**src/source/skinny_cipher_pkg.sv**
```systemverilog
// SKINNY-128-384 cipher package with block types, S-box and round constants
package skinny_cipher_pkg;

    localparam int block_cells = 16;    // 4x4 cells of one byte
    localparam int load_beats  = 16;    // Beats per encryption job

    // Cell 0 sits in the most significant byte
    typedef logic [0:block_cells-1][7:0] block_t;

    // TK1, TK2, TK3 with TK1 most significant
    typedef block_t [0:2] tweakey_t;

    //////////////////////
    // SubCells table
    //////////////////////

    localparam logic [7:0] sbox [256] = '{
        8'h65, 8'h4c, 8'h6a, 8'h42, 8'h4b, 8'h63, 8'h43, 8'h6b,
        8'h55, 8'h75, 8'h5a, 8'h7a, 8'h53, 8'h73, 8'h5b, 8'h7b,
        8'h35, 8'h8c, 8'h3a, 8'h81, 8'h89, 8'h33, 8'h80, 8'h3b,
        8'h95, 8'h25, 8'h98, 8'h2a, 8'h90, 8'h23, 8'h99, 8'h2b,
        8'he5, 8'hcc, 8'he8, 8'hc1, 8'hc9, 8'he0, 8'hc0, 8'he9,
        8'hd5, 8'hf5, 8'hd8, 8'hf8, 8'hd0, 8'hf0, 8'hd9, 8'hf9,
        8'ha5, 8'h1c, 8'ha8, 8'h12, 8'h1b, 8'ha0, 8'h13, 8'ha9,
        8'h05, 8'hb5, 8'h0a, 8'hb8, 8'h03, 8'hb0, 8'h0b, 8'hb9,
        8'h32, 8'h88, 8'h3c, 8'h85, 8'h8d, 8'h34, 8'h84, 8'h3d,
        8'h91, 8'h22, 8'h9c, 8'h2c, 8'h94, 8'h24, 8'h9d, 8'h2d,
        8'h62, 8'h4a, 8'h6c, 8'h45, 8'h4d, 8'h64, 8'h44, 8'h6d,
        8'h52, 8'h72, 8'h5c, 8'h7c, 8'h54, 8'h74, 8'h5d, 8'h7d,
        8'ha1, 8'h1a, 8'hac, 8'h15, 8'h1d, 8'ha4, 8'h14, 8'had,
        8'h02, 8'hb1, 8'h0c, 8'hbc, 8'h04, 8'hb4, 8'h0d, 8'hbd,
        8'he1, 8'hc8, 8'hec, 8'hc5, 8'hcd, 8'he4, 8'hc4, 8'hed,
        8'hd1, 8'hf1, 8'hdc, 8'hfc, 8'hd4, 8'hf4, 8'hdd, 8'hfd,
        8'h36, 8'h8e, 8'h38, 8'h82, 8'h8b, 8'h30, 8'h83, 8'h39,
        8'h96, 8'h26, 8'h9a, 8'h28, 8'h93, 8'h20, 8'h9b, 8'h29,
        8'h66, 8'h4e, 8'h68, 8'h41, 8'h49, 8'h60, 8'h40, 8'h69,
        8'h56, 8'h76, 8'h58, 8'h78, 8'h50, 8'h70, 8'h59, 8'h79,
        8'ha6, 8'h1e, 8'haa, 8'h11, 8'h19, 8'ha3, 8'h10, 8'hab,
        8'h06, 8'hb6, 8'h08, 8'hba, 8'h00, 8'hb3, 8'h09, 8'hbb,
        8'he6, 8'hce, 8'hea, 8'hc2, 8'hcb, 8'he3, 8'hc3, 8'heb,
        8'hd6, 8'hf6, 8'hda, 8'hfa, 8'hd3, 8'hf3, 8'hdb, 8'hfb,
        8'h31, 8'h8a, 8'h3e, 8'h86, 8'h8f, 8'h37, 8'h87, 8'h3f,
        8'h92, 8'h21, 8'h9e, 8'h2e, 8'h97, 8'h27, 8'h9f, 8'h2f,
        8'h61, 8'h48, 8'h6e, 8'h46, 8'h4f, 8'h67, 8'h47, 8'h6f,
        8'h51, 8'h71, 8'h5e, 8'h7e, 8'h57, 8'h77, 8'h5f, 8'h7f,
        8'ha2, 8'h18, 8'hae, 8'h16, 8'h1f, 8'ha7, 8'h17, 8'haf,
        8'h01, 8'hb2, 8'h0e, 8'hbe, 8'h07, 8'hb7, 8'h0f, 8'hbf,
        8'he2, 8'hca, 8'hee, 8'hc6, 8'hcf, 8'he7, 8'hc7, 8'hef,
        8'hd2, 8'hf2, 8'hde, 8'hfe, 8'hd7, 8'hf7, 8'hdf, 8'hff
    };

    //////////////////////
    // Round constants
    //////////////////////

    // 6-bit LFSR stepped once per round, starting from zero
    // Evaluated at elaboration, so round 0 gives 6'h01
    function automatic logic [5:0] round_constant(input int index);
        logic [5:0] rc;
        rc = '0;
        for (int r = 0; r <= index; r++) begin
            rc = {rc[4:0], rc[5] ^ rc[4] ^ 1'b1};
        end
        return rc;
    endfunction

endpackage

```
**src/source/skinny_link_pkg.sv**
```systemverilog
// SKINNY link package with the beat and job records passed between stages
package skinny_link_pkg;

    // One input beat, most significant beat of a job first
    typedef struct packed {
        logic [7:0]  text_byte;       // Plaintext byte
        logic [23:0] tweakey_slice;   // 24 bits of the 384-bit tweakey
    } load_beat_t;

    // One job travelling down the round pipeline
    typedef struct packed {
        logic                        valid;     // Low marks a bubble
        skinny_cipher_pkg::block_t   state;     // Cipher state
        skinny_cipher_pkg::tweakey_t tweakey;   // Round tweakey words
    } job_t;

endpackage

```
**src/source/skinny_drain.sv**
```systemverilog
// SKINNY output drain, holds a finished ciphertext for the consumer
`timescale 1ns/1ps

module skinny_drain (
    input  logic                      clock,
    input  logic                      reset,
    input  skinny_link_pkg::job_t     job_in,
    output logic                      advance,
    output logic                      out_valid,
    input  logic                      out_ready,
    output skinny_cipher_pkg::block_t out_data
);

    logic                      full;
    skinny_cipher_pkg::block_t data_q;

    // Whole pipeline moves when the output slot frees up this cycle
    assign advance = !full || out_ready;

    always_ff @(posedge clock or posedge reset) begin
        if (reset) begin
            full <= 1'b0;
        end else if (advance) begin
            full <= job_in.valid;
        end
    end

    // Tweakey of the last stage is not kept
    always_ff @(posedge clock) begin
        if (advance && job_in.valid) begin
            data_q <= job_in.state;
        end
    end

    assign out_valid = full;
    assign out_data  = data_q;

endmodule

```
**config.mk**
```make
export PLATFORM = sky130hd
export DESIGN_NAME = skinny_drain
export DESIGN_NICKNAME = d
export VERILOG_FILES = /design/src/source/skinny_cipher_pkg.sv /design/src/source/skinny_link_pkg.sv /design/src/source/skinny_drain.sv
export SDC_FILE = /design/constraint.sdc
export NUM_CORES = 1
export LEC_CHECK = 0
export ABC_AREA = 1
export BUFFER_PORTS_ARGS = -buffer_cell sky130_fd_sc_hd__clkbuf_2
export CELL_PAD_IN_SITES_DETAIL_PLACEMENT = 0
export CELL_PAD_IN_SITES_GLOBAL_PLACEMENT = 2
export CORE_AREA = 2 2 254 256
export CTS_CLUSTER_DIAMETER = 120
export DETAILED_ROUTE_END_ITERATION = 8
export DIE_AREA = 0 0 256 258
export PLACE_DENSITY_LB_ADDON = 0.25
export SYNTH_ARGS = -nofsm -noshare
export SYNTH_HDL_FRONTEND = slang
export SYNTH_SLANG_ARGS = --single-unit
```
**constraint.sdc**
```tcl
create_clock -name clock -period 14.3 [get_ports clock]
set_clock_uncertainty 0.1 [all_clocks]
set_input_delay 2.86 -clock clock [delete_from_list [all_inputs] [get_ports clock]]
set_output_delay 2.86 -clock clock [all_outputs]
set_load 0.02 [all_outputs]
```
**Word level (Yosys, flattened, before mapping)**

Index checks and enable logic that the tools add are counted.

- Reductions and logical operators: 3

Operators with widths:

| operator | count |
|---|---|
| $logic_and 1x1->1 | 1 |
| $logic_not 1->1 | 1 |
| $logic_or 1x1->1 | 1 |

- Register bits after elaboration: 129
- Word-level logic and storage cells: 20

**Longest topological paths before layout**

Gate-level depths: netlist of run 1.

- Depth after elaboration: 3
- Depth in mapped cells: 3
- Depth with buffers taken out: 3

**Least setup slack after synthesis of run 1**

OpenSTA, ideal clock, no wires.

- Kind: input to register
- Start point: in job_in[512] (netlist name)
- End point: reg data_q (netlist bit out_data[0]), enable pin
- Path slack: 4477 ps
- Arrival: 9065 ps
- Buffers on the path: 0
- Stages: 2
- Cells stage by stage: inv_1 > a21oi_1

- Cells in the longest elaborated chain, start to end: 1

Ends and longest elaborated chain:

| what | RTL line | text |
|---|---|---|
| from (decl) | skinny_drain.sv:7 | `input skinny_link_pkg::job_t job_in,` |
| $logic_and 1x1->1 | skinny_drain.sv:30 | `if (advance && job_in.valid) begin` |
| to (signal assigned) | skinny_drain.sv:31 | `data_q <= job_in.state;` |
| to (decl) | skinny_drain.sv:15 | `skinny_cipher_pkg::block_t data_q;` |

No other way between the ends.
A chain may end at the register's enable or synchronous reset.

**Worst setup path after layout of run 1**

- Start point: in out_ready
- End point: out advance

- Cells in the longest elaborated chain, start to end: 1

Ends and longest elaborated chain:

| what | RTL line | text |
|---|---|---|
| from (decl) | skinny_drain.sv:10 | `input logic out_ready,` |
| $logic_or 1x1->1 | skinny_drain.sv:18 | `assign advance = !full \|\| out_ready;` |
| to (decl) | skinny_drain.sv:8 | `output logic advance,` |

No other way between the ends.

==> results of run 1 <==
## path summary, 6_finish.rpt
check                                           start                       to  slack (ps)  cells past startpoint
worst max-delay path                        out_ready                  advance        8010                      4
min in group asynchronous                       reset    out_valid$_DFFE_PP0P_        2100                      2
worst min-delay path            out_valid$_DFFE_PP0P_    out_valid$_DFFE_PP0P_         530                      2
max in group asynchronous                       reset    out_valid$_DFFE_PP0P_       11910                      2
worst min register to register  out_valid$_DFFE_PP0P_    out_valid$_DFFE_PP0P_         530                      2
worst max register to register  out_valid$_DFFE_PP0P_  out_data[122]$_DFFE_PP_       11620                      3
## layout make-up
cell class | instances | share of cell area
Antenna cell | 3 | 0.00108
Clock buffer | 18 | 0.0619
Clock inverter | 14 | 0.0287
Inverter | 3 | 0.00162
Multi-Input combinational cell | 3 | 0.00343
Sequential cell | 129 | 0.558
Tap cell | 855 | 0.154
Timing Repair Buffer | 263 | 0.191
## cells in the mapped netlist, drive strengths merged
master and count:
nand2 2, inv 3, edfxtp 128, dfrtp 1
a21oi 1
## cells by family after synthesis
group                  Yosys count  share of synthesized area
buffers and inverters            3                    0.00289
flip-flops                     129                      0.994
AND/OR/NAND/NOR                  2                    0.00193
AO/OA/AOI/OAI                    1                    0.00128
## power groups by stage
stage               Combinational [µW]  Clock, µW  Sequential (µW)
floorplan                         7.28          0              486
CTS                               78.8        515              448
global route                      83.0        524              450
detailed placement                78.9          0              456
global placement                  80.0          0              456
finish                            76.0        485              447
## routing by layer
metal  global-route usage  vias to the layer above  routed length (µm)
li1                     -                     1116                   -
met3               0.0444                       28                2600
met4               0.0258                        6                 341
met5                    0                        -                  41
met2               0.0633                      212                6110
met1               0.0443                     1104                5220
## sequential cells by signal (all words and copies together), names as in the netlist
name       flops
out_data     128
out_valid      1
## through the flow
step,cells,cell area [µm²],worst slack [ps],power (µW)
after global placement,1253,6290,7970,536
after floorplan,135,3890,4480,493
after CTS,1285,6920,7970,1040
final,1288,6930,8010,1010
after global routing,1285,6920,7930,1060
after detailed placement,1253,6290,7970,535
## worst max-delay path, stage by stage
cell and delay, ps:
clkbuf_2 80, inv_1 110, nand2_1 110, clkbuf_2 180
==> out/results.tsv, run 1 <==
metric	value	unit
hold_buf cts	0	
setup-violating endpoint count in the final report	0	
Starting Density	0.0612	
Reg power frac	0.444	
total clock sinks	129	
DRC viols	0	
crit end category	output port	
drt via density	1.91	
Int Pwr	761	µW
post-route minimum period	6290	ps
filler cell count in the final layout	7274	
commonest non-fill, non-tap cell in the layout	clkbuf_2	
total CTS buffers	17	
drt pass-1 iters	4	
largest net degree at the start of global routing	73	
Synth Register Bits	129	
Multi-input gate area	23.8	µm²
Post-Route WL	14300	µm
number of H-tree levels	4	
Worst Hold Slack	528	ps
sequential fraction of the synthesis area	0.994	
synth-to-layout area growth	78.0	%
Worst EP required	11340	ps
Final ANT Viol Nets	0	
top post-synthesis cells by area	edfxtp_1, dfrtp_1, inv_1	
layout cells sized above 1	0.686	
I/O pin cnt	646	
Pins Over Slew Limit	0	
global-route wire length before repair	20000	µm
DR WL/cell	11.1	µm
Final Core Density	0.109	
Initial DRC Count	97	
maximum vdd drop	0.0876	mV
initial antenna violation count	5	
Mapped Cells	135	
Yosys top cell by area	edfxtp_1	
Die Y	258	µm
total gr overflow	0	
WS Path Type	in2out	
hold crit path type	reg2reg	
Clock Path Buffers	2	
Final nets	933	
unrepaired setup endpoints after global routing	no	
clk root buf	clkbuf_16	
Final Hold Viols	0	
Yosys top cell area share	0.987	
pwr dens	145	nW/µm²
status	finished clean	
# rows	93	
vias in the first global route	2656	
Detailed Place HPWL	10800	µm
Post-Syn Area	3890	µm²
MaxCap Viol Count	0	
Max transition margin	0.323	
average size of a mapped cell	28.8	µm²
clock share of power	0.481	
crit share post-route	0.440	
Worst-path clk slew	60	ps
fmax	0.159	GHz
# port buffers	261	
CTS tree	done	
arrival time at the worst endpoint	3330	ps
Die X-Extent	256	µm
DR vias	2466	
DIE AREA	66000	µm²
Synth Warn #	0	
Syn Nets	651	
sw frac	0.245	
switching pwr	247	µW
leakage	0.00265	µW
most frequent cells in the layout	clkbuf_2, edfxtp_1, clkbuf_16	
Reg area	3870	µm²
Skew-Pair Late Insertion Delay	460	ps
setup repair bufs after CTS	0	
CP Launch Type	input pin	
post-cts resize count	0	
Gate power share	0.075	
Final TNS setup	0	ps
core area	63600	µm²
RePlAce Congestion	0.650	
GRT Overall Usage	0.0459	
CP max FO	2	
worst slew pin tran	1020	ps
distinct cell type count after synthesis	5	
(Power assumes the default switching activity.)
==> inputs of run 2 (changes only) <==
ABC_AREA = 0   (was 1)
CORE_AREA = 2 2 253 255   (was 2 2 254 256)
DIE_AREA = 0 0 255 257   (was 0 0 256 258)
clock period = 5.3 ns   (was 14.3 ns; I/O delays follow)
==> run 2 against run 1 <==
- sequential power grew to 2.7 times the previous value
- area after synthesis grew 0.23%
- critical path depth shrank 1
- synthesized cell count fell by 1.5%
- combinational power increased to 2.7 times the previous value
- global-route usage grew 0.29 points
- non-clock buffer count increased by 1
- via count up 1.9%
- power grew to 2.6 times the previous value
- largest cell class unchanged
==> out/results.tsv, run 2 <==
metric	value	unit
# port buffers	261	
DRC viols	0	
Synth Warn #	0	
Async SR Flop Fraction	0.00775	
status	finished clean	
global-route wire length before repair	20700	µm
clock share of power	0.469	
Gate power share	0.078	
synth-to-layout area growth	76.7	%
Final nets	932	
Max transition margin	0.291	
worst slew pin tran	1060	ps
setup-violating endpoint count in the final report	0	
Die Y	257	µm
post-cts resize count	0	
Clock Path Buffers	2	
Final ANT Viol Nets	0	
clk root buf	clkbuf_16	
worst-path cell chain	clkbuf_2 > nand2b_4 > clkbuf_2	
Synth Flop Type	edfxtp_1	
fmax	0.384	GHz
Yosys top cell by area	edfxtp_1	
RePlAce Congestion	0.647	
DR vias	2514	
Initial DRC Count	100	
Post-Route WL	15400	µm
leakage	0.00264	µW
Final TNS setup	0	ps
CTS tree	done	
Pins Over Slew Limit	0	
number of H-tree levels	4	
total gr overflow	0	
CP Launch Type	input pin	
most frequent cell after synthesis	edfxtp_1	
Die X-Extent	255	µm
CP most frequent cell	clkbuf_2	
MaxCap Viol Count	0	
hold crit path type	in2async	
Syn Nets	649	
commonest non-fill, non-tap cell in the layout	clkbuf_2	
Int Pwr	1970	µW
I/O pin cnt	646	
WS Path Type	in2out	
RR Startpoint	out_valid$_DFFE_PP0P_	
Yosys top cell area share	0.985	
unrepaired setup endpoints after global routing	no	
Worst EP required	4140	ps
vias in the first global route	2673	
R2R cell count	3	
GRT Overall Usage	0.0489	
core area	62700	µm²
Mapped Cells	133	
initial antenna violation count	15	
sequential fraction of the synthesis area	0.992	
maximum vdd drop	0.272	mV
largest net degree at the start of global routing	67	
Reg power frac	0.453	
Area after DPL	6290	µm²
top post-synthesis cells by area	edfxtp_1, dfrtp_1, nand2b_4	
total clock sinks	129	
Largest stage delay, worst path	160	ps
Worst-path clk slew	60	ps
drt via density	1.97	
Skew-Pair Late Insertion Delay	450	ps
distinct cell type count after synthesis	6	
switching pwr	696	µW
hold_buf cts	0	
post-route minimum period	2600	ps
CP max FO	3	
DR WL/cell	12.1	µm
# rows	92	
DIE AREA	65500	µm²
pwr dens	386	nW/µm²
average size of a mapped cell	29.3	µm²
Synth Register Bits	129	
layout cells sized above 1	0.695	
Critical R2R Capture	out_data[80]$_DFFE_PP_	
fin cells	1278	
crit share post-route	0.491	
Inst Count DP	1243	
drt pass-1 iters	6	
Final Hold Viols	0	
number of enable flip-flop cells after synthesis	128	
flop2flop setup slack	3000	ps
crit end category	output port	
fin area	6890	µm²
setup repair bufs after CTS	0	
CP max stage cell	clkbuf_2	
arrival time at the worst endpoint	1440	ps
sw frac	0.261	
max FFs per register	128	
Starting Density	0.0622	
most frequent cells in the layout	clkbuf_2, edfxtp_1, clkbuf_16	
Post-Syn Area	3900	µm²
Detailed Place HPWL	11600	µm
Final Power	2660	µW
total CTS buffers	17	
## run 2: through the flow
step	utilization	setup WS, ps	hold slack, ps
3_5_place_dp	0.100	2090	468
5_1_grt	0.110	2520	282
4_1_cts	0.110	2620	236
6_report	0.110	2700	306
2_1_floorplan	-	2610	593
3_3_place_gp	0.100	2100	453
## run 2: worst max-delay path, delay by kind of cell
| kind | cells | cell delay [ps] |
|---|---|---|
| AND/OR/NAND/NOR | 1 | 140 |
| buffers and inverters | 2 | 240 |
## run 2: power groups by stage
stage | logic (µW) | registers (µW) | clock network [µW]
finish | 208 | 1210 | 1250
global route | 228 | 1210 | 1340
CTS | 216 | 1210 | 1330
detailed placement | 216 | 1230 | 0
global placement | 219 | 1230 | 0
floorplan | 20.7 | 1300 | 0
## run 2: how the worst max path moves through the flow
stage                                   endpoint  depth (start not counted)      start
after floorplan            out_data[0]$_DFFE_PP_                          2  out_ready
after global placement    out_data[53]$_DFFE_PP_                          4  out_ready
after detailed placement  out_data[57]$_DFFE_PP_                          4  out_ready
after CTS                 out_data[84]$_DFFE_PP_                          4  out_ready
after global routing       out_data[6]$_DFFE_PP_                          4  out_ready
final                                    advance                          3  out_ready
## run 2: cells by family after synthesis
family                 share of synthesized area
AND/OR/NAND/NOR                          0.00738
flip-flops                                 0.992
buffers and inverters                   0.000961
## run 2: final cells by class
class | instances | area, µm²
sequential | 129 | 3870
antenna | 3 | 7.51
timing repair buffer | 264 | 1330
clock inverter | 15 | 170
fill | 7160 | 55800
multi-input combinational | 3 | 28.8
inverter | 1 | 3.75
tap | 846 | 1060
clock buffer | 17 | 425
## run 2: per-layer routing
layer,vias to the layer above,track usage,wire length (µm)
met1,1118,0.0451,5510
met5,-,0,92
met3,41,0.0468,3010
met4,14,0.0312,478
met2,223,0.0680,6340
li1,1118,-,-
