File: config.mk
export PLATFORM = sky130hd
export DESIGN_NAME = skinny_loader
export DESIGN_NICKNAME = d
export VERILOG_FILES = /design/src/source/skinny_cipher_pkg.sv /design/src/source/skinny_link_pkg.sv /design/src/source/skinny_loader.sv
export SDC_FILE = /design/constraint.sdc
export NUM_CORES = 1
export LEC_CHECK = 0
export BUFFER_PORTS_ARGS = -buffer_cell sky130_fd_sc_hd__buf_2
export CAP_MARGIN = 15
export CORE_ASPECT_RATIO = 2
export CORE_UTILIZATION = 30
export DETAILED_ROUTE_END_ITERATION = 10
export GPL_TIMING_DRIVEN = 0
export HOLD_SLACK_MARGIN = 0.02
export PLACE_DENSITY = 0.64
export SYNTH_ARGS = -nofsm -noshare
export SYNTH_HDL_FRONTEND = slang
export SYNTH_SLANG_ARGS = --single-unit
File: constraint.sdc
create_clock -name clock -period 6.5 [get_ports clock]
set_input_delay 0.975 -clock clock [delete_from_list [all_inputs] [get_ports clock]]
set_output_delay 0.975 -clock clock [all_outputs]
set_load 0.02 [all_outputs]
File: src/source/skinny_cipher_pkg.sv
// SKINNY-128-384 cipher package with block types, S-box and round constants
package skinny_cipher_pkg;

    localparam int block_cells = 16;    // 4x4 cells of one byte
    localparam int load_beats  = 16;    // Beats per encryption job

    // Cell 0 sits in the most significant byte
    typedef logic [0:block_cells-1][7:0] block_t;

    // TK1, TK2, TK3 with TK1 most significant
    typedef block_t [0:2] tweakey_t;

    //////////////////////
    // SubCells table
    //////////////////////

    localparam logic [7:0] sbox [256] = '{
        8'h65, 8'h4c, 8'h6a, 8'h42, 8'h4b, 8'h63, 8'h43, 8'h6b,
        8'h55, 8'h75, 8'h5a, 8'h7a, 8'h53, 8'h73, 8'h5b, 8'h7b,
        8'h35, 8'h8c, 8'h3a, 8'h81, 8'h89, 8'h33, 8'h80, 8'h3b,
        8'h95, 8'h25, 8'h98, 8'h2a, 8'h90, 8'h23, 8'h99, 8'h2b,
        8'he5, 8'hcc, 8'he8, 8'hc1, 8'hc9, 8'he0, 8'hc0, 8'he9,
        8'hd5, 8'hf5, 8'hd8, 8'hf8, 8'hd0, 8'hf0, 8'hd9, 8'hf9,
        8'ha5, 8'h1c, 8'ha8, 8'h12, 8'h1b, 8'ha0, 8'h13, 8'ha9,
        8'h05, 8'hb5, 8'h0a, 8'hb8, 8'h03, 8'hb0, 8'h0b, 8'hb9,
        8'h32, 8'h88, 8'h3c, 8'h85, 8'h8d, 8'h34, 8'h84, 8'h3d,
        8'h91, 8'h22, 8'h9c, 8'h2c, 8'h94, 8'h24, 8'h9d, 8'h2d,
        8'h62, 8'h4a, 8'h6c, 8'h45, 8'h4d, 8'h64, 8'h44, 8'h6d,
        8'h52, 8'h72, 8'h5c, 8'h7c, 8'h54, 8'h74, 8'h5d, 8'h7d,
        8'ha1, 8'h1a, 8'hac, 8'h15, 8'h1d, 8'ha4, 8'h14, 8'had,
        8'h02, 8'hb1, 8'h0c, 8'hbc, 8'h04, 8'hb4, 8'h0d, 8'hbd,
        8'he1, 8'hc8, 8'hec, 8'hc5, 8'hcd, 8'he4, 8'hc4, 8'hed,
        8'hd1, 8'hf1, 8'hdc, 8'hfc, 8'hd4, 8'hf4, 8'hdd, 8'hfd,
        8'h36, 8'h8e, 8'h38, 8'h82, 8'h8b, 8'h30, 8'h83, 8'h39,
        8'h96, 8'h26, 8'h9a, 8'h28, 8'h93, 8'h20, 8'h9b, 8'h29,
        8'h66, 8'h4e, 8'h68, 8'h41, 8'h49, 8'h60, 8'h40, 8'h69,
        8'h56, 8'h76, 8'h58, 8'h78, 8'h50, 8'h70, 8'h59, 8'h79,
        8'ha6, 8'h1e, 8'haa, 8'h11, 8'h19, 8'ha3, 8'h10, 8'hab,
        8'h06, 8'hb6, 8'h08, 8'hba, 8'h00, 8'hb3, 8'h09, 8'hbb,
        8'he6, 8'hce, 8'hea, 8'hc2, 8'hcb, 8'he3, 8'hc3, 8'heb,
        8'hd6, 8'hf6, 8'hda, 8'hfa, 8'hd3, 8'hf3, 8'hdb, 8'hfb,
        8'h31, 8'h8a, 8'h3e, 8'h86, 8'h8f, 8'h37, 8'h87, 8'h3f,
        8'h92, 8'h21, 8'h9e, 8'h2e, 8'h97, 8'h27, 8'h9f, 8'h2f,
        8'h61, 8'h48, 8'h6e, 8'h46, 8'h4f, 8'h67, 8'h47, 8'h6f,
        8'h51, 8'h71, 8'h5e, 8'h7e, 8'h57, 8'h77, 8'h5f, 8'h7f,
        8'ha2, 8'h18, 8'hae, 8'h16, 8'h1f, 8'ha7, 8'h17, 8'haf,
        8'h01, 8'hb2, 8'h0e, 8'hbe, 8'h07, 8'hb7, 8'h0f, 8'hbf,
        8'he2, 8'hca, 8'hee, 8'hc6, 8'hcf, 8'he7, 8'hc7, 8'hef,
        8'hd2, 8'hf2, 8'hde, 8'hfe, 8'hd7, 8'hf7, 8'hdf, 8'hff
    };

    //////////////////////
    // Round constants
    //////////////////////

    // 6-bit LFSR stepped once per round, starting from zero
    // Evaluated at elaboration, so round 0 gives 6'h01
    function automatic logic [5:0] round_constant(input int index);
        logic [5:0] rc;
        rc = '0;
        for (int r = 0; r <= index; r++) begin
            rc = {rc[4:0], rc[5] ^ rc[4] ^ 1'b1};
        end
        return rc;
    endfunction

endpackage

File: src/source/skinny_link_pkg.sv
// SKINNY link package with the beat and job records passed between stages
package skinny_link_pkg;

    // One input beat, most significant beat of a job first
    typedef struct packed {
        logic [7:0]  text_byte;       // Plaintext byte
        logic [23:0] tweakey_slice;   // 24 bits of the 384-bit tweakey
    } load_beat_t;

    // One job travelling down the round pipeline
    typedef struct packed {
        logic                        valid;     // Low marks a bubble
        skinny_cipher_pkg::block_t   state;     // Cipher state
        skinny_cipher_pkg::tweakey_t tweakey;   // Round tweakey words
    } job_t;

endpackage

File: src/source/skinny_loader.sv
// SKINNY job loader, gathers sixteen text and tweakey beats into one job
`timescale 1ns/1ps

module skinny_loader (
    input  logic                        clock,
    input  logic                        reset,
    input  logic                        in_valid,
    input  skinny_link_pkg::load_beat_t in_beat,
    output logic                        in_ready,
    input  logic                        advance,
    output skinny_link_pkg::job_t       job
);

    localparam int beats      = skinny_cipher_pkg::load_beats;
    localparam int cells      = skinny_cipher_pkg::block_cells;
    localparam int tk_bits    = $bits(skinny_cipher_pkg::tweakey_t);
    localparam int slice_bits = tk_bits / beats;   // 24 bits per beat
    localparam int count_bits = $clog2(beats);

    localparam logic [count_bits-1:0] last_count = count_bits'(beats - 1);

    logic [count_bits-1:0]     beat_count;
    logic                      job_valid;
    skinny_cipher_pkg::block_t text_q;
    logic [tk_bits-1:0]        tweakey_q;
    logic                      accept;
    logic                      last_beat;

    // Room for a beat unless a finished job is stuck in front of a stall
    assign in_ready  = !job_valid || advance;
    assign accept    = in_valid && in_ready;
    assign last_beat = (beat_count == last_count);

    always_ff @(posedge clock or posedge reset) begin
        if (reset) begin
            beat_count <= '0;
            job_valid  <= 1'b0;
        end else begin
            if (accept) begin
                beat_count <= last_beat ? '0 : beat_count + 1'b1;
            end
            if (accept && last_beat) begin
                job_valid <= 1'b1;               // Complete job ready for stage 0
            end else if (advance) begin
                job_valid <= 1'b0;               // Taken by stage 0
            end
        end
    end

    // Shift in from the low end, so the first beat ends up on top
    always_ff @(posedge clock) begin
        if (accept) begin
            text_q    <= {text_q[1:cells-1], in_beat.text_byte};
            tweakey_q <= {tweakey_q[tk_bits-slice_bits-1:0], in_beat.tweakey_slice};
        end
    end

    assign job = '{valid: job_valid, state: text_q, tweakey: tweakey_q};

endmodule

# Word level (Yosys, flattened, before mapping)
# Cells that the tools add are included.
# classes
addsub	1
eq_ne	1
muxes	3
n_reduce_logical	5
# ops
operator	n
adder 4 x 1 -> 4 bit (second input constant)	1
== test 4 bit (second input constant)	1
two-way mux 4 bit	1
logical AND 1 bit	2
two-way mux 1 bit	2
nonzero test 2 bit	1
zero test 1 bit	1
logical OR 1 bit	1
# word_totals
reg_bits	517
in_bits	36
out_inout_bits	514

# Logic depth before layout (Yosys ltp)
# Gate-level depths: netlist (run 1).
# depth
word_depth	5
depth_mapped	4
depth_no_buf	4

# Worst setup path before layout (run 1)
# Ideal clock, no wire load.
# synth_timing
path_kind	input-to-reg
startpoint	input port advance
endpoint	register beat_count[1]
setup_ps	82
t_arrival_ps	5232
required_ps	6418
slack_ps	1187
cell_stages	3
n_path_buf	0
cell_sequence	nand2b_4 -> and2_4 -> mux2_4
# synth_between
elab_chain_len	2
# synth_lines
element	line	text
start, declared	skinny_loader.sv:10	input logic advance,
logical OR 1 bit	skinny_loader.sv:30	assign in_ready = !job_valid || advance;
logical AND 1 bit	skinny_loader.sv:31	assign accept = in_valid && in_ready;
net accept	skinny_loader.sv:26	logic accept;
end signal, assigned	skinny_loader.sv:40	beat_count <= last_beat ? '0 : beat_count + 1'b1;
end, declared	skinny_loader.sv:22	logic [count_bits-1:0] beat_count;
# The timed path passes the listed nets, and every way through them passes these cells.
# A chain may end at the register's enable or synchronous reset.

# Final worst setup path (run 1)
# layout_timing
startpoint	input port advance
endpoint	register tweakey_q[119] (enable)
# layout_between
elab_chain_len	2
# layout_lines
element	line	text
logical OR 1 bit	skinny_loader.sv:30	
logical AND 1 bit	skinny_loader.sv:31	
net accept	skinny_loader.sv:26	
end signal, assigned	skinny_loader.sv:54	tweakey_q <= {tweakey_q[tk_bits-slice_bits-1:0], in_beat.tweakey_slice};
end, declared	skinny_loader.sv:25	logic [tk_bits-1:0] tweakey_q;
# The timed path passes the listed nets, and every way through them passes these cells.

==> metrics.md, run 1 <==
| Metric | Value |
|---|---|
| Die Area | 53100 um^2 |
| Placed cell areas | ~19000 um^2 |
| Fin crit period | 2.87 ns |
| CTS Root Buffer Type | clkbuf_16 |
| CP startpoint kind | input port |
| Worst Hold Class | input port to async pin |
| Post-synthesis cell type count | 17 |
| Initial antenna violation count | 1 |
| Area fraction of the dominant cell type after synthesis | 98.3% |
| Max-slew violations | 0 |
| Mapped Area | 15600 um^2 |
| Post-DRT Antenna Nets | 0 |
| Maximum fanout along the worst path | 74 |
| Post-CTS Hold Buffers | 0 |
| Post-CTS Resized | 0 |
| CTS buffer count | 44 |
| Core ar. | 51700 um^2 |
| Starting Density | 30.3% |
| CTS clk-pin slew, worst paths | 0.07 ns |
| GR Util met2 | 21.8% |
| Total Power | 7.78 mW |
| CTS tree | yes |
| Longest Clk Path Bufs | 3 |
| RSZ-0062 raised after global routing | no |
| Leak Pwr | 8.13 nW |
| Final setup violation count | 0 |
| Pre-CTS setup slack | 3.07 ns |
| Syn_nets | around 570 |
| HPWL Detailed | 24300 um |
| Synth top cells by count | edfxtp_1, dfrtp_1, nand3_1 |
| Hold WS | ~0.33 ns |
| Post-CTS setup buffer count | 0 |
| Max VDD drop | 0.000316 V |
| Pwr Density | 372 nW/um^2 |
| I/O Buffers | approximately 550 |
| # DRC | 0 |
| Max-slew headroom | 46.9% |
| Met3 Usage GRT | 4.72% |
| Sequential element share of the synthesized area | 99.1% |
| H-tree depth | 2 |
| Iteration-0 DRC Markers | about 510 |
| Filler Cell Count | 4606 |
| Syn Area/Cell | 29.2 um^2 |
| Post-synth top area cell | edfxtp_1 |
| Share of layout cells above drive strength 1 | 53.5% |
| Mapped Cells | 535 |
| Largest cells by area after synthesis | edfxtp_1, dfrtp_1, nand3_1, mux2_4, nand2b_4 |
| Post-route cell area | between 20000 and 25000 um^2 |
| Crit Path Category | input port to flip-flop |
| DR vias | approximately 7700 |
| Routing usage on met1 | 12.4% |
| Yosys reg bits | between 500 and 600 |
| Worst Setup End Kind | flip-flop |
| First-pass GRT wire length | 48200 um |
| Slew @ Worst Pin | 0.796 ns |
| Post-layout nets | 1174 |
| Peak Freq | roughly 0.35 GHz |
| Drt pass-1 iters | 4 |
| Total negative setup slack | 0 ns |
| Area growth syn-to-layout | 33.7% |
| Average wire per standard cell | approximately 19 um |
| GRT busiest layer | met2 |
| Final setup margin | between 3 and 4 ns |
| Clk_skew | 0.0110 ns |
| Clk_lat worst skew | approximately 0.55 ns |
| Die width | between 150 and 200 um |
| WP data required | 6.73 ns |
| I/O Pins | 550 |
| Hold Violations, Final | 0 |
| Final period util | 44.2% |
| Most numerous cell in the Yosys netlist | edfxtp_1 |
| Vias per Instance | approximately 4.2 |
| ANT cells | 0 |
| Placer congestion estimate | 0.784 |
| Multi-input logic area | 120 um^2 |
| GR Overflow Total | 0 |
| Number of global-route vias before repair | slightly below 8000 |
| EDFF count, synth | 512 |
| Critical path arrival | 3.10 ns |
| Synthesis warning total | 0 |
| Reg area | 15500 um^2 |
| Ys flop type | edfxtp_1 |
| Run status | complete, no violations |
| Clock net sink count | 517 |
| Final wirelength | 34300 um |
| Cell Rows | 118 |
| GRT Total Usage | between 10% and 20% |
| Async SR Flop Fraction | 0.967% |
| Pin count of the biggest net entering global routing | 75 |
| Die Y | 325 um |
| Max-Cap Viols | 0 |
==> power breakdown <==
part           switching [mW]  total, mW  leakage, nW  internal, mW
registers               0.166       4.21         5.07          4.05
logic                   0.579      0.800         2.32         0.220
clock network            1.15       2.77        0.743          1.62
==> kinds of logic after synthesis <==
| kind of cell | synth area share, % |
|---|---|
| DFF | 99.1 |
| AOI/OAI and AO/OA | 0.128 |
| xor gates and xnor gates | 0.0560 |
| buffers and inverters | 0.0961 |
| adders and majority gates | 0.0800 |
| and+or+nand+nor | 0.344 |
| muxes | 0.160 |
==> cell usage in the layout, fill, tap and decap left out, drive strengths merged, types with 3 or more instances in the layout <==
cell | synthesis | routed
buf | 1 | 557
edfxtp | 512 | 512
clkbuf | 0 | 49
clkinv | 0 | 18
bufinv | 0 | 9
dfrtp | 5 | 5
nand3 | 3 | 3
inv | 2 | 3
==> flip-flops by register name (all words and copies together) (netlist names) <==
signal	flops
job	128
tweakey_q	384
job_valid	1
beat_count	4
==> worst paths after layout <==
kind	cells past startpoint	start	slack, ns	end
setup / recovery	6	advance	3.63	tweakey_q[119]
hold / removal	2	reset	0.33	beat_count[0]
setup reg to reg	5	job_valid	3.76	tweakey_q[119]
hold reg to reg	0	job[415]	0.43	job[423]
max in group asynchronous	2	reset	5.98	beat_count[2]
min in group clock	0	job[415]	0.43	job[423]
==> critical path: stages <==
cell and delay [ns]:
buf_2 0.08, nand2b_4 0.16, and2_4 0.69, buf_16 0.38, buf_16 0.35, buf_16 0.32
==> metal layers <==
layer	up-vias	part of all wire, %	wire length (um)
li1	3381	-	-
met1	3721	35	11900
met2	498	50	17200
met3	57	12	4100
met4	0	2.9	1010
met5	-	0	0
==> cell type report <==
class                   instances  share of cell area, %
clock inverters                28                   1.74
multi-input cells              15                  0.575
inverters                       2                 0.0359
well taps                     660                   3.95
plain buffers                   1                 0.0359
repair buffers                556                   14.1
clock buffers                  49                   5.46
flip-flops and latches        517                   74.1
==> through the flow <==
step,cells,util [%]
floorplan,535,-
global placement,1744,37.2
detailed placement,1751,37.5
CTS,1828,40.5
global route,1828,40.5
finish,1828,40.5
No activity file was read; power rests on OpenSTA's default activity.
==> run 2, diff against run 1 <==
ABC_AREA = 1   (was default)
clock period = 3 ns   (was 6.5 ns; I/O delays follow)
==> metrics.md, run 2 <==
| Metric | Value |
|---|---|
| Drt pass-1 iters | 4 |
| # DRC | 0 |
| Most numerous cell in the Yosys netlist | edfxtp_1 |
| Iteration-0 DRC Markers | roughly 520 |
| GR Overflow Total | 0 |
| Die Y | 325 um |
| Worst Hold Class | input port to flip-flop |
| Critical path arrival | 2.81 ns |
| Clock net sink count | 517 |
| Total negative setup slack | 0 ns |
| Post-synth top area cell | edfxtp_1 |
| CTS Root Buffer Type | clkbuf_16 |
| HPWL Detailed | 23500 um |
| EDFF count, synth | 512 |
| Longest Clk Path Bufs | 3 |
| ANT cells | 0 |
| Placer congestion estimate | between 0.7 and 0.8 |
| Share of layout cells above drive strength 1 | 53.8% |
| Met2 routed WL | 16000 um |
| Core ar. | 51700 um^2 |
| Largest cells by area after synthesis | edfxtp_1, dfrtp_1, nand2_1, a21oi_4, inv_1 |
| H-tree depth | 2 |
| Syn Area/Cell | around 29 um^2 |
| I/O Pins | 550 |
| Final period util | a little under nine tenths |
| Peak Freq | 0.388 GHz |
| Post-synthesis cell type count | 16 |
| Max reg flops | 384 |
| Worst Setup End Kind | flip-flop |
| Mapped Area | 15600 um^2 |
| Fin crit period | 2.58 ns |
| RSZ-0062 raised after global routing | no |
| Async SR Flop Fraction | less than 1% |
| Synth top cells by count | edfxtp_1, nand2_1, dfrtp_1 |
| I/O Buffers | approximately 550 |
| Final wirelength | 32700 um |
| Yosys reg bits | 517 |
| Ys flop type | edfxtp_1 |
| Max-Cap Viols | 0 |
| CP startpoint kind | flip-flop |
| Starting Density | 30.3% |
| Initial antenna violation count | 0 |
| WL met3 | 3650 um |
| Synthesis warning total | 0 |
| Clk_skew | 0.0188 ns |
| Number of global-route vias before repair | ~7900 |
| Hold Violations, Final | 0 |
| Leak Pwr | 8.24 nW |
| Pin count of the biggest net entering global routing | 37 |
| GRT Total Usage | a little under an eighth |
| Area fraction of the dominant cell type after synthesis | 98.2% |
| Syn_nets | 582 |
| Slew @ Worst Pin | 0.255 ns |
| CTS tree | yes |
| Cell Rows | 118 |
| Run status | complete, no violations |
| Post-DRT Antenna Nets | 0 |
| Sequential element share of the synthesized area | between 90% and 100% |
| Final setup violation count | 0 |
| CTS clk-pin slew, worst paths | around 0.070 ns |
| Maximum fanout along the worst path | 35 |
| Max-slew violations | 0 |
| Final setup margin | 0.419 ns |
| Area growth syn-to-layout | 35.0% |
| CTS buffer count | 44 |
| Post-layout nets | about 1200 |
| Max layer used | met4 |
| Average wire per standard cell | about 18 um |
| Mapped Cells | 545 |
| Crit Path Category | flip-flop to flip-flop |
| Most common cell after layout, fill and taps aside | buf_2 |
| DR vias | around 7800 |
| Reg with most FFs | tweakey_q |
| Met1 WL | 12000 um |
| Pre-CTS setup slack | -0.104 ns |
| WP data required | 3.23 ns |
| Max VDD drop | 0.000654 V |
| Most frequent cells in the layout | buf_2, edfxtp_1, clkbuf_16 |
| Die Area | roughly 53000 um^2 |
| Clk_lat worst skew | 0.55 ns |
| Vias per Instance | between 4 and 5 |
| First-pass GRT wire length | ~47000 um |
| Max-slew headroom | 83.0% |
| Die width | 163 um |
| Pwr Density | about 790 nW/um^2 |
[run 2: changes by cell type after synthesis, moves of 2 or more]
cell,before,now
inv_1,2,4
nand2_1,1,9
nand2_2,0,2
nand3_1,3,1
nor2_1,1,3
[run 2: cell families (layout without fill, tap and decap cells)]
kind of cell,after synthesis,in the layout,share of synthesized area [%]
buffers and inverters,6,659,0.168
DFF,517,517,99.0
adders and majority gates,1,1,0.0799
and+or+nand+nor,17,17,0.480
xor gates and xnor gates,1,1,0.0560
AOI/OAI and AO/OA,3,3,0.168
[run 2: cell type report]
cell class	count	area, um^2
Fill cell	4595	30500
Timing Repair Buffer	573	3210
Inverter	5	18.8
Clock buffer	50	1140
Multi-Input combinational cell	22	123
Sequential cell	517	15500
Tap cell	660	826
Buffer	1	7.51
Clock inverter	30	294
[run 2: final timing paths]
check	from	end	slack (ns)	depth (start not counted)
min reg2reg	job[498]	job[506]	0.44	0
max	job_valid	tweakey_q[326]	0.42	8
max in group asynchronous	reset	beat_count[2]	2.46	3
min in group asynchronous	reset	job_valid	0.37	3
max reg2reg	job_valid	tweakey_q[326]	0.42	8
min	in_beat[14]	tweakey_q[14]	0.07	1
[run 2: report_power, final]
| part | switching [mW] | internal [mW] |
|---|---|---|
| registers | 0.354 | 8.80 |
| logic | 1.32 | 0.540 |
| clock network | 2.48 | 3.19 |
[run 2: through the flow]
step	hold WS (ns)	total power, mW	util (%)	cells	instance area (um^2)
6_report	0.0706	16.7	40.9	1858	21100
5_1_grt	0.0297	17.3	40.9	1858	21100
4_1_cts	0.0258	16.9	40.8	1854	21100
3_5_place_dp	0.361	11.2	38.0	1773	19600
3_3_place_gp	0.353	11.2	37.2	1754	19200
2_1_floorplan	0.229	10.4	-	545	15600
[run 2: repair_timing]
| item | 4_1_cts | 5_1_grt |
|---|---|---|
| endpoints found under the hold margin | 5 | 0 |
| endpoints found under the setup margin | 0 | 35 |
| resized for setup | 0 | 0 |
| hold buffers | 1 | 0 |
| setup buffers | 0 | 4 |
[run 2: critical path, stage by stage, from the launching register on]
cell and delay [ns]:
dfrtp_1 0.43, a21oi_4 0.28, buf_12 0.24, buf_16 0.20, buf_12 0.21, buf_16 0.18
buf_12 0.21, buf_12 0.21, buf_12 0.23
[run 2: metal layers]
metal | track usage, % | vias up
met5 | 0 | -
met4 | 4.67 | 0
met3 | 4.28 | 63
met2 | 20.2 | 487
met1 | 12.3 | 3770
li1 | - | 3444
